## config.mk

```make
export PLATFORM = sky130hd
export DESIGN_NAME = instrDecode
export DESIGN_NICKNAME = d
export VERILOG_FILES = /design/src/hdl/corePkg.sv /design/src/hdl/instrDecode.sv
export VERILOG_INCLUDE_DIRS = /design/src /design/src/hdl
export SDC_FILE = /design/constraint.sdc
export NUM_CORES = 1
export LEC_CHECK = 0
export BUFFER_PORTS_ARGS = -buffer_cell sky130_fd_sc_hd__buf_2
export CAP_MARGIN = 20
export CORE_MARGIN = 2
export CORE_UTILIZATION = 59
export CTS_BUF_LIST = sky130_fd_sc_hd__clkbuf_16
export DETAILED_ROUTE_END_ITERATION = 7
export PLACE_DENSITY = 0.84
export SYNTH_ARGS = -nofsm -noshare
export SYNTH_HDL_FRONTEND = slang
export SYNTH_SLANG_ARGS = --single-unit
```

## constraint.sdc

```tcl
create_clock -name clk -period 4.6 [get_ports clk]
set_input_delay 0.69 -clock clk [delete_from_list [all_inputs] [get_ports clk]]
set_output_delay 0.69 -clock clk [all_outputs]
set_load 0.05 [all_outputs]
```

## src/hdl/core_settings.svh

```systemverilog
// Shared widths, depths, opcode and redirect codes; include in any file that needs them
`ifndef CORE_SETTINGS_SVH
`define CORE_SETTINGS_SVH

`define WORD_W      16        // Data word and PC width
`define REG_ADDR_W  3         // Eight registers
`define MEM_WORDS   256       // Data memory and stack share it
`define SP_RESET    255       // Stack grows down from the top
`define IN_CREDITS  4         // Input FIFO depth
`define OUT_CREDITS 2         // Output credits after reset
`define INT_VECTOR  16'h0010  // Interrupt handler address

`define OP_NOP   4'd0
`define OP_FLAG  4'd1         // CLRC / SETC
`define OP_ALU   4'd2         // NOT INC DEC MOV ADD SUB AND OR
`define OP_OUT   4'd3
`define OP_IN    4'd4
`define OP_SHIFT 4'd5         // SHL SHR LDM
`define OP_PUSH  4'd6
`define OP_POP   4'd7
`define OP_JMP   4'd8         // JMP JN JC JZ
`define OP_CALL  4'd9
`define OP_RET   4'd10
`define OP_LDD   4'd11
`define OP_STD   4'd12
`define OP_RETI  4'd14

`define RD_JUMP  3'd0
`define RD_CALL  3'd1
`define RD_RET   3'd2
`define RD_RETI  3'd3
`define RD_INT   3'd4

`endif

```

## src/hdl/corePkg.sv

```systemverilog
// Vector types for the core; imported by the RTL stages and the testbench
`include "core_settings.svh"

package corePkg;

  // One data word, also used for PCs and immediates
  typedef logic [`WORD_W-1:0] wordT;

  // Register number, rd or rs
  typedef logic [`REG_ADDR_W-1:0] regIdxT;

  // Major opcode
  typedef logic [3:0] opcodeT;

  // Variant within an opcode group
  typedef logic [2:0] funcT;

  // Flags packed as {Z, N, C}
  typedef logic [2:0] flagsT;

  // Data memory address, low bits of a word
  typedef logic [$clog2(`MEM_WORDS)-1:0] memAddrT;

  // Redirect report kind
  typedef logic [2:0] rdKindT;

  // Credit counter, wide enough for the input FIFO too
  typedef logic [2:0] creditT;

endpackage

```

## src/hdl/instrDecode.sv

```systemverilog
// Decode stage: credit FIFO for incoming beats, control table, register file with forwarding
`include "core_settings.svh"

module instrDecode (
  input  logic            clk,
  input  logic            rstN,
  input  logic            instrValid,
  input  corePkg::opcodeT instrOp,
  input  corePkg::funcT   instrFunc,
  input  corePkg::regIdxT instrRd,
  input  corePkg::regIdxT instrRs,
  input  corePkg::wordT   instrImm,
  input  corePkg::wordT   instrPc,
  input  logic            instrIrq,
  input  logic            hold,
  input  logic            wbEn,
  input  corePkg::regIdxT wbIdx,
  input  corePkg::wordT   wbData,
  input  logic            exRegWrite,
  input  logic            exMemToReg,
  input  corePkg::regIdxT exRd,
  input  corePkg::wordT   exValue,
  output logic            instrCredit,
  output logic            decValid,
  output corePkg::funcT   decFunc,
  output corePkg::regIdxT decRd,
  output corePkg::wordT   decA,
  output corePkg::wordT   decB,
  output corePkg::wordT   decImm,
  output corePkg::wordT   decPc,
  output logic            aluOp,
  output logic            aluSrc,
  output logic            regWrite,
  output logic            memRead,
  output logic            memWrite,
  output logic            memToReg,
  output logic            branch,
  output logic            outEn,
  output logic            inEn,
  output logic            push,
  output logic            pop,
  output logic            pushPc,
  output logic            popPc,
  output logic            isInt,
  output logic            isReti
);
  import corePkg::*;

  localparam int PtrW = $clog2(`IN_CREDITS);

  // FIFO storage, one field array per beat field
  opcodeT          fOp   [`IN_CREDITS];
  funcT            fFunc [`IN_CREDITS];
  regIdxT          fRd   [`IN_CREDITS];
  regIdxT          fRs   [`IN_CREDITS];
  wordT            fImm  [`IN_CREDITS];
  wordT            fPc   [`IN_CREDITS];
  logic            fIrq  [`IN_CREDITS];
  logic [PtrW-1:0] wrPtr, rdPtr;
  creditT          count;

  wordT   regs [8];                        // Register file, no reset
  logic   headValid, stall, popNow;
  logic [14:0] ctl;                        // Control bits of the head beat
  wordT   opA, opB;

  assign headValid = (count != '0);
  // Head needs the value a load in execute has not fetched yet
  assign stall  = headValid && exMemToReg && (exRd == fRd[rdPtr] || exRd == fRs[rdPtr]);
  assign popNow = headValid && !hold && !stall;

  always_ff @(posedge clk) begin
    if (!rstN) begin
      wrPtr       <= '0;
      rdPtr       <= '0;
      count       <= '0;
      instrCredit <= 1'b0;
    end else begin
      if (instrValid) wrPtr <= wrPtr + 1'b1;       // Sender holds a credit
      if (popNow) rdPtr <= rdPtr + 1'b1;
      count       <= count + creditT'(instrValid) - creditT'(popNow);
      instrCredit <= popNow;                       // Credit back a cycle later
    end
  end

  always_ff @(posedge clk) begin
    if (instrValid) begin
      fOp[wrPtr]   <= instrOp;
      fFunc[wrPtr] <= instrFunc;
      fRd[wrPtr]   <= instrRd;
      fRs[wrPtr]   <= instrRs;
      fImm[wrPtr]  <= instrImm;
      fPc[wrPtr]   <= instrPc;
      fIrq[wrPtr]  <= instrIrq;
    end
  end

  // Opcode table, irq overrides the opcode
  // Order: aluOp aluSrc regWrite memRead memWrite memToReg branch outEn inEn
  //        push pop pushPc popPc isInt isReti
  always_comb begin
    ctl = '0;
    if (fIrq[rdPtr]) begin
      ctl = 15'b000_010_100_101_010;              // Push pc, branch to vector
    end else begin
      case (fOp[rdPtr])
        `OP_FLAG:  ctl = 15'b100_000_000_000_000;
        `OP_ALU:   ctl = 15'b101_000_000_000_000;
        `OP_OUT:   ctl = 15'b000_000_010_000_000;
        `OP_IN:    ctl = 15'b001_000_001_000_000;
        `OP_SHIFT: ctl = 15'b011_000_000_000_000;
        `OP_PUSH:  ctl = 15'b000_010_000_100_000;
        `OP_POP:   ctl = 15'b001_101_000_010_000;
        `OP_JMP:   ctl = 15'b000_000_100_000_000;
        `OP_CALL:  ctl = 15'b000_010_100_101_000;
        `OP_RET:   ctl = 15'b000_100_000_010_100;
        `OP_LDD:   ctl = 15'b001_101_000_000_000;
        `OP_STD:   ctl = 15'b000_010_000_000_000;
        `OP_RETI:  ctl = 15'b000_100_000_010_101;
        default:   ctl = '0;                       // NOP and unused codes
      endcase
    end
  end

  // Operand read, execute result first, then writeback
  always_comb begin
    opA = regs[fRd[rdPtr]];
    if (wbEn && wbIdx == fRd[rdPtr]) opA = wbData;
    if (exRegWrite && exRd == fRd[rdPtr]) opA = exValue;
    opB = regs[fRs[rdPtr]];
    if (wbEn && wbIdx == fRs[rdPtr]) opB = wbData;
    if (exRegWrite && exRd == fRs[rdPtr]) opB = exValue;
  end

  always_ff @(posedge clk) begin
    if (wbEn) regs[wbIdx] <= wbData;               // Already gated by hold
  end

  always_ff @(posedge clk) begin
    if (!rstN) begin
      decValid <= 1'b0;
      {aluOp, aluSrc, regWrite, memRead, memWrite, memToReg, branch, outEn, inEn,
       push, pop, pushPc, popPc, isInt, isReti} <= '0;
    end else if (!hold) begin
      decValid <= popNow;                          // Bubble on stall
      {aluOp, aluSrc, regWrite, memRead, memWrite, memToReg, branch, outEn, inEn,
       push, pop, pushPc, popPc, isInt, isReti} <= popNow ? ctl : '0;
    end
  end

  always_ff @(posedge clk) begin
    if (!hold) begin                               // Payload, no reset
      decFunc <= fFunc[rdPtr];
      decRd   <= fRd[rdPtr];
      decA    <= opA;
      decB    <= opB;
      decImm  <= fImm[rdPtr];
      decPc   <= fPc[rdPtr];
    end
  end

endmodule

```

==> impl_metrics.py, run 1 <==
metrics = {
    "run_status": {
        "status": "completed",
    },
    "setup_path": {
        "crit_chain": "mux4_2, xor2_1, or4b_4, and3_1, ha_1, inv_1, ha_1, fa_1, xnor2_1, xnor2_1, and2_1",
        "crit_slowest_cell": "mux4_2",
        "cpPeakStageDelay_ns": 0.66,
        "worstPathArrival_ns": 4.46,
        "crit_buf_inv": 1,
        "crit_type": "reg -> reg",
        "cp.required_ns": 5.04,
        "cp_max_fo": 17,
        "critPathTopFamily": "simple AND/OR/NAND/NOR gates",
        "cp-start-kind": "flop",
        "cp-end-kind": "flop",
    },
    "logic_synthesis": {
        "yosysMostFrequentCell": "edfxtp_1",
        "synthTopCellsByCount": "382 x edfxtp_1, 77 x mux4_2, 53 x mux2i_1",
        "synth.yosys.seq_area_share_pct": 72.4,
        "yosys_most_used_dff": "edfxtp_1",
        "async_reset_ff_share_pct": 0,
        "ys_ff_latch": 408,
        "synthDominantCellAreaShare_pct": 69.3,
        "ys_top_cells_by_area": "edfxtp_1 69%, mux4_2 10%, mux2i_1 3.2%, dfxtp_1 3.1%, mux2_2 2.4%",
        "yosysWarnings": 0,
        "synth.avg_cell_area_um2": 19.1,
        "syn-cell-area_um2": 16600,
        "synth_edf_count": 382,
        "synth_fp_nets": 969,
        "yosys.area.top_type": "edfxtp_1",
        "synthDistinctLibCells": 38,
        "synthCells": 866,
    },
    "timing": {
        "fin_setup_tns_ns": 0,
        "fin_skew_ns": 0.0123,
        "worst_pin_slew_ns": 1.05,
        "setup_viol": 0,
        "period_minus_slack_ns": 4.02,
        "rsz0062_at_grt": "no",
        "finalCritPeriodShare_pct": 87.4,
        "maxSlewHeadroom_pct": 29.6,
        "fmax_ghz": 0.249,
        "maxSlewViolCount": 0,
        "worst_slack_ns": 0.580,
        "finalHoldViolCount": 0,
    },
    "finish": {
        "area.growth.synth_to_final_pct": 16.3,
        "utilization_pct": 69.5,
        "num-nets-final": 1160,
        "drive_gt1_share_pct": 35.1,
        "finish.instance_area_um2": 19300,
    },
    "placed_design": {
        "pre_cts_ws_ns": 0.562,
        "dp_hpwl_um": 22300,
        "port_buffers": 177,
        "gp_congestion": 0.789,
        "place_area_um2": 17900,
    },
    "drt": {
        "drt_pass1_iterations": 5,
        "drt-initial-drc-count": 922,
        "wl_per_cell_um": 25.0,
        "vias": 9109,
        "antenna_left": 0,
        "drc": 0,
        "routed_wirelength_um": 36700,
        "via_per_inst": 6.21,
    },
    "clocking": {
        "cts-buffers-inserted": 40,
        "h-tree-depth": 2,
        "cts_tree": "built",
        "cts_hold_buf": 0,
        "clkTransAtPathRegs_ns": 0.06,
        "root_buffer": "clkbuf_16",
        "clk_path_buf_depth": 3,
        "clock_sinks": 408,
        "post_cts_buffers": 0,
        "ctsResizeCount": 0,
        "clkLatencyLatePin_ns": 0.54,
    },
    "power_and_ir_drop": {
        "total_power_uw": 10800,
        "irDropWorstVdd_v": 0.000432,
        "p_per_area_nw_per_um2": 562,
        "power_leakage_uw": 0.00685,
    },
    "die": {
        "io_pins": 178,
        "rows": 61,
        "dieArea_um2": 29400,
        "die_width_um": 172,
        "die_h_um": 172,
        "core_um2": 27700,
        "start_util_pct": 59.8,
    },
    "worst_hold_path": {
        "hold_path_class": "in -> reg",
    },
    "global_route": {
        "grt_antenna_before_repair": 5,
        "grt_max_degree": 67,
        "overflow": 0,
        "grt_pass1_vias": 9424,
        "grt_first_pass_wirelength_um": 54700,
        "grt.total_usage_pct": 25.3,
    },
    "job": {
        "max_cap_violations": 0,
    },
}
layout make-up:
class	count	area [um2]
flip-flops and latches	408	12000
fillers	1689	8450
multi-input cells	376	4250
repair buffers	203	1100
clock buffers	40	1000
well taps	378	473
clock inverters	33	327
inverters	28	105
diodes	2	5.00
placed cells by master, fill, tap and decap left out, types with 12 or more instances in the layout:
cell type  count
nand2_1       30
clkinv_1      13
a221o_1       16
o221ai_1      15
a32o_1        12
clkbuf_16     40
mux4_2        76
mux2i_1       53
a22o_1        18
o22ai_1       17
dfxtp_1       25
buf_4         25
buf_2        177
inv_1         31
mux2_2        35
nor4_1        16
edfxtp_1     382
worst reg2reg max path, delay by kind of cell (launching register included):
kind | cells | cell delay [ns]
simple gates | 3 | 1.17
flops | 1 | 0.57
fa+ha+maj | 3 | 0.98
xor+xnor | 3 | 0.49
buf+inv | 1 | 0.04
mux | 1 | 0.67
per-stage QoR:
stage          cells  hold WS (ns)
3_5_place_dp    1392         0.434
2_1_floorplan    866         0.528
4_1_cts         1465         0.345
3_3_place_gp    1392         0.426
5_1_grt         1466         0.354
6_report        1468         0.359
power by group:
part	switching, uW	internal [uW]
clock	1350	1930
sequential	184	4490
combinational	1780	1090
sequential cells by signal (all words and copies together), names as in the netlist, 16 cells and up, named ones only:
signal,flops
fOp,16
regs,128
decB,16
decA,16
decPc,16
decImm,16
fImm,64
fPc,64
worst paths after layout:
kind          startpoint    endpoint  slack (ns)  depth (start not counted)
max                 flop    count[2]        0.58                         11
max reg2reg         flop    count[2]        0.58                         11
min reg2reg     decValid    decValid        0.44                          2
min          instrPc[11]  fPc[2][11]        0.36                          1
per-layer routing:
metal	share of wire [%]	global-route usage, %	up-vias
li1	-	-	3949
met1	37	31.8	4585
met2	52	43.8	492
met3	8.7	6.10	77
met4	2.6	8.33	6
met5	0.068	0	-
cells by family after synthesis:
kind of cell / count (synthesis) / share of synthesized area (%)
mux: 165 / 16.1
simple gates: 100 / 3.32
fa+ha+maj: 12 / 0.952
compound gates: 84 / 4.31
flops: 408 / 72.4
buf+inv: 82 / 2.15
xor+xnor: 15 / 0.793
Power figures use the tool's default switching activity.
==> inputs of run 2 (changes only) <==
GPL_TIMING_DRIVEN = 0   (was default)
==> impl_metrics.py, run 2 (same netlist as run 1, synthesis figures left out) <==
metrics = {
    "run_status": {
        "status": "completed",
    },
    "drt": {
        "drt-initial-drc-count": 1122,
        "wl_per_cell_um": 26.5,
        "via_per_inst": 6.39,
        "antenna_left": 0,
        "routed_wirelength_um": 40200,
        "drt_pass1_iterations": 7,
        "drc": 0,
        "vias": 9668,
    },
    "worst_hold_path": {
        "hold_path_class": "in -> reg",
    },
    "die": {
        "die_h_um": 172,
        "core_um2": 27700,
        "start_util_pct": 59.8,
        "rows": 61,
        "dieArea_um2": 29400,
        "io_pins": 178,
        "die_width_um": 172,
    },
    "clocking": {
        "clkLatencyLatePin_ns": 0.55,
        "clock_sinks": 408,
        "root_buffer": "clkbuf_16",
        "clk_path_buf_depth": 3,
        "clkTransAtPathRegs_ns": 0.07,
        "cts_hold_buf": 0,
        "ctsResizeCount": 0,
        "cts-buffers-inserted": 41,
        "post_cts_buffers": 0,
        "h-tree-depth": 2,
        "cts_tree": "built",
    },
    "timing": {
        "fin_skew_ns": 0.0134,
        "fmax_ghz": 0.251,
        "finalCritPeriodShare_pct": 86.6,
        "worst_pin_slew_ns": 0.964,
        "maxSlewViolCount": 0,
        "maxSlewHeadroom_pct": 35.4,
        "finalHoldViolCount": 0,
        "fin_setup_tns_ns": 0,
        "period_minus_slack_ns": 3.98,
        "setup_viol": 0,
        "rsz0062_at_grt": "no",
        "worst_slack_ns": 0.618,
    },
    "power_and_ir_drop": {
        "p_per_area_nw_per_um2": 562,
        "power_leakage_uw": 0.00695,
        "irDropWorstVdd_v": 0.000443,
    },
    "global_route": {
        "grt_pass1_vias": 9828,
        "grt_antenna_before_repair": 6,
        "grt_max_degree": 42,
        "overflow": 0,
        "grt.total_usage_pct": 27.8,
        "grt_first_pass_wirelength_um": 58900,
    },
    "placed_design": {
        "port_buffers": 175,
        "dp_hpwl_um": 25000,
        "gp_congestion": 0.828,
        "pre_cts_ws_ns": 0.737,
    },
    "setup_path": {
        "crit_type": "reg -> reg",
        "cp.required_ns": 5.04,
        "crit_top_cell": "buf_6",
        "crit_chain": "buf_6, mux4_2, xor2_1, or4b_4, and3_1, buf_6, buf_6, ha_1, inv_1, ha_1, fa_1, xnor2_1, xnor2_1, and2_1",
        "cpPeakStageDelay_ns": 0.60,
        "r2r_setup_slack_ns": 0.62,
        "worstPathArrival_ns": 4.43,
        "cp-end-kind": "flop",
        "cp-start-kind": "flop",
        "crit_slowest_cell": "mux4_2",
        "cp_max_fo": 10,
    },
    "finish": {
        "area.growth.synth_to_final_pct": 17.8,
        "final_common_cell": "edfxtp_1",
        "largest_reg_flops": 128,
        "num-nets-final": 1201,
        "top_register": "regs",
        "register_area_um2": 12000,
        "layout_common_cells": "382 x edfxtp_1, 193 x buf_2, 77 x mux4_2, 53 x mux2i_1, 42 x clkbuf_16",
        "multi_input_area_um2": 4240,
        "drive_gt1_share_pct": 34.6,
        "fillers": 1678,
        "top_regs": "regs: 128 flops, fImm: 64 flops, fPc: 64 flops",
    },
    "job": {
        "max_cap_violations": 0,
    },
}
==> run 2: cell count changes in the layout (fill, tap and decap cells not counted), moves of 6 or more <==
| cell | delta |
|---|---|
| buf_4 | -24 |
| clkbuf_1 | +27 |
| buf_6 | +6 |
| inv_1 | +8 |
| buf_2 | +16 |
==> run 2: through the flow <==
step | cell area [um2] | std cells | hold WS, ns | utilization [%] | power, uW
2_1_floorplan | 16600 | 866 | 0.528 | - | 6900
3_3_place_gp | 17900 | 1419 | 0.433 | 64.6 | 7630
3_5_place_dp | 18200 | 1433 | 0.440 | 65.6 | 7710
4_1_cts | 19500 | 1509 | 0.333 | 70.3 | 11000
5_1_grt | 19500 | 1512 | 0.346 | 70.4 | 11300
6_report | 19500 | 1513 | 0.354 | 70.4 | 11000
==> run 2: path summary, 6_finish.rpt <==
| check | from | end | depth (start not counted) |
|---|---|---|---|
| worst max-delay path | flop | count[2] | 14 |
| worst max register to register | flop | count[2] | 14 |
| worst min-delay path | instrPc[1] | fPc[2][1] | 1 |
| worst min register to register | decValid | decValid | 2 |
==> run 2: worst max-delay path: cells and delay by family, from the launching register on <==
kind	cells	cell delay (ns)
adder cells (fa/ha/maj)	3	0.86
XOR/XNOR	3	0.54
buffers and inverters	4	0.55
flip-flops	1	0.41
multiplexers	1	0.60
AND/OR/NAND/NOR	3	0.91
==> run 2: power breakdown <==
part / internal, uW / switching (uW) / total, uW
clock: 1840 / 1410 / 3250
sequential: 4490 / 112 / 4600
combinational: 1130 / 1980 / 3110
==> run 2: area by class of cell <==
cell class,instances,share of cell area [%]
buffer,54,1.29
timing repair buffer,189,5.74
clock buffer,42,5.39
inverter,28,0.552
antenna,4,0.0513
tap,378,2.43
sequential,408,61.5
clock inverter,34,1.31
multi-input combinational,376,21.7
==> run 2: metal layers <==
layer  part of all wire, %  GRT usage [%]  vias up  routed length, um
met5                 0.095              0        -                 38
met1                    34           33.7     4810              13700
met2                    52           47.5      675              20700
met3                    11           6.83      135               4260
li1                      -              -     4042                  -
met4                   3.6           12.2        6               1460
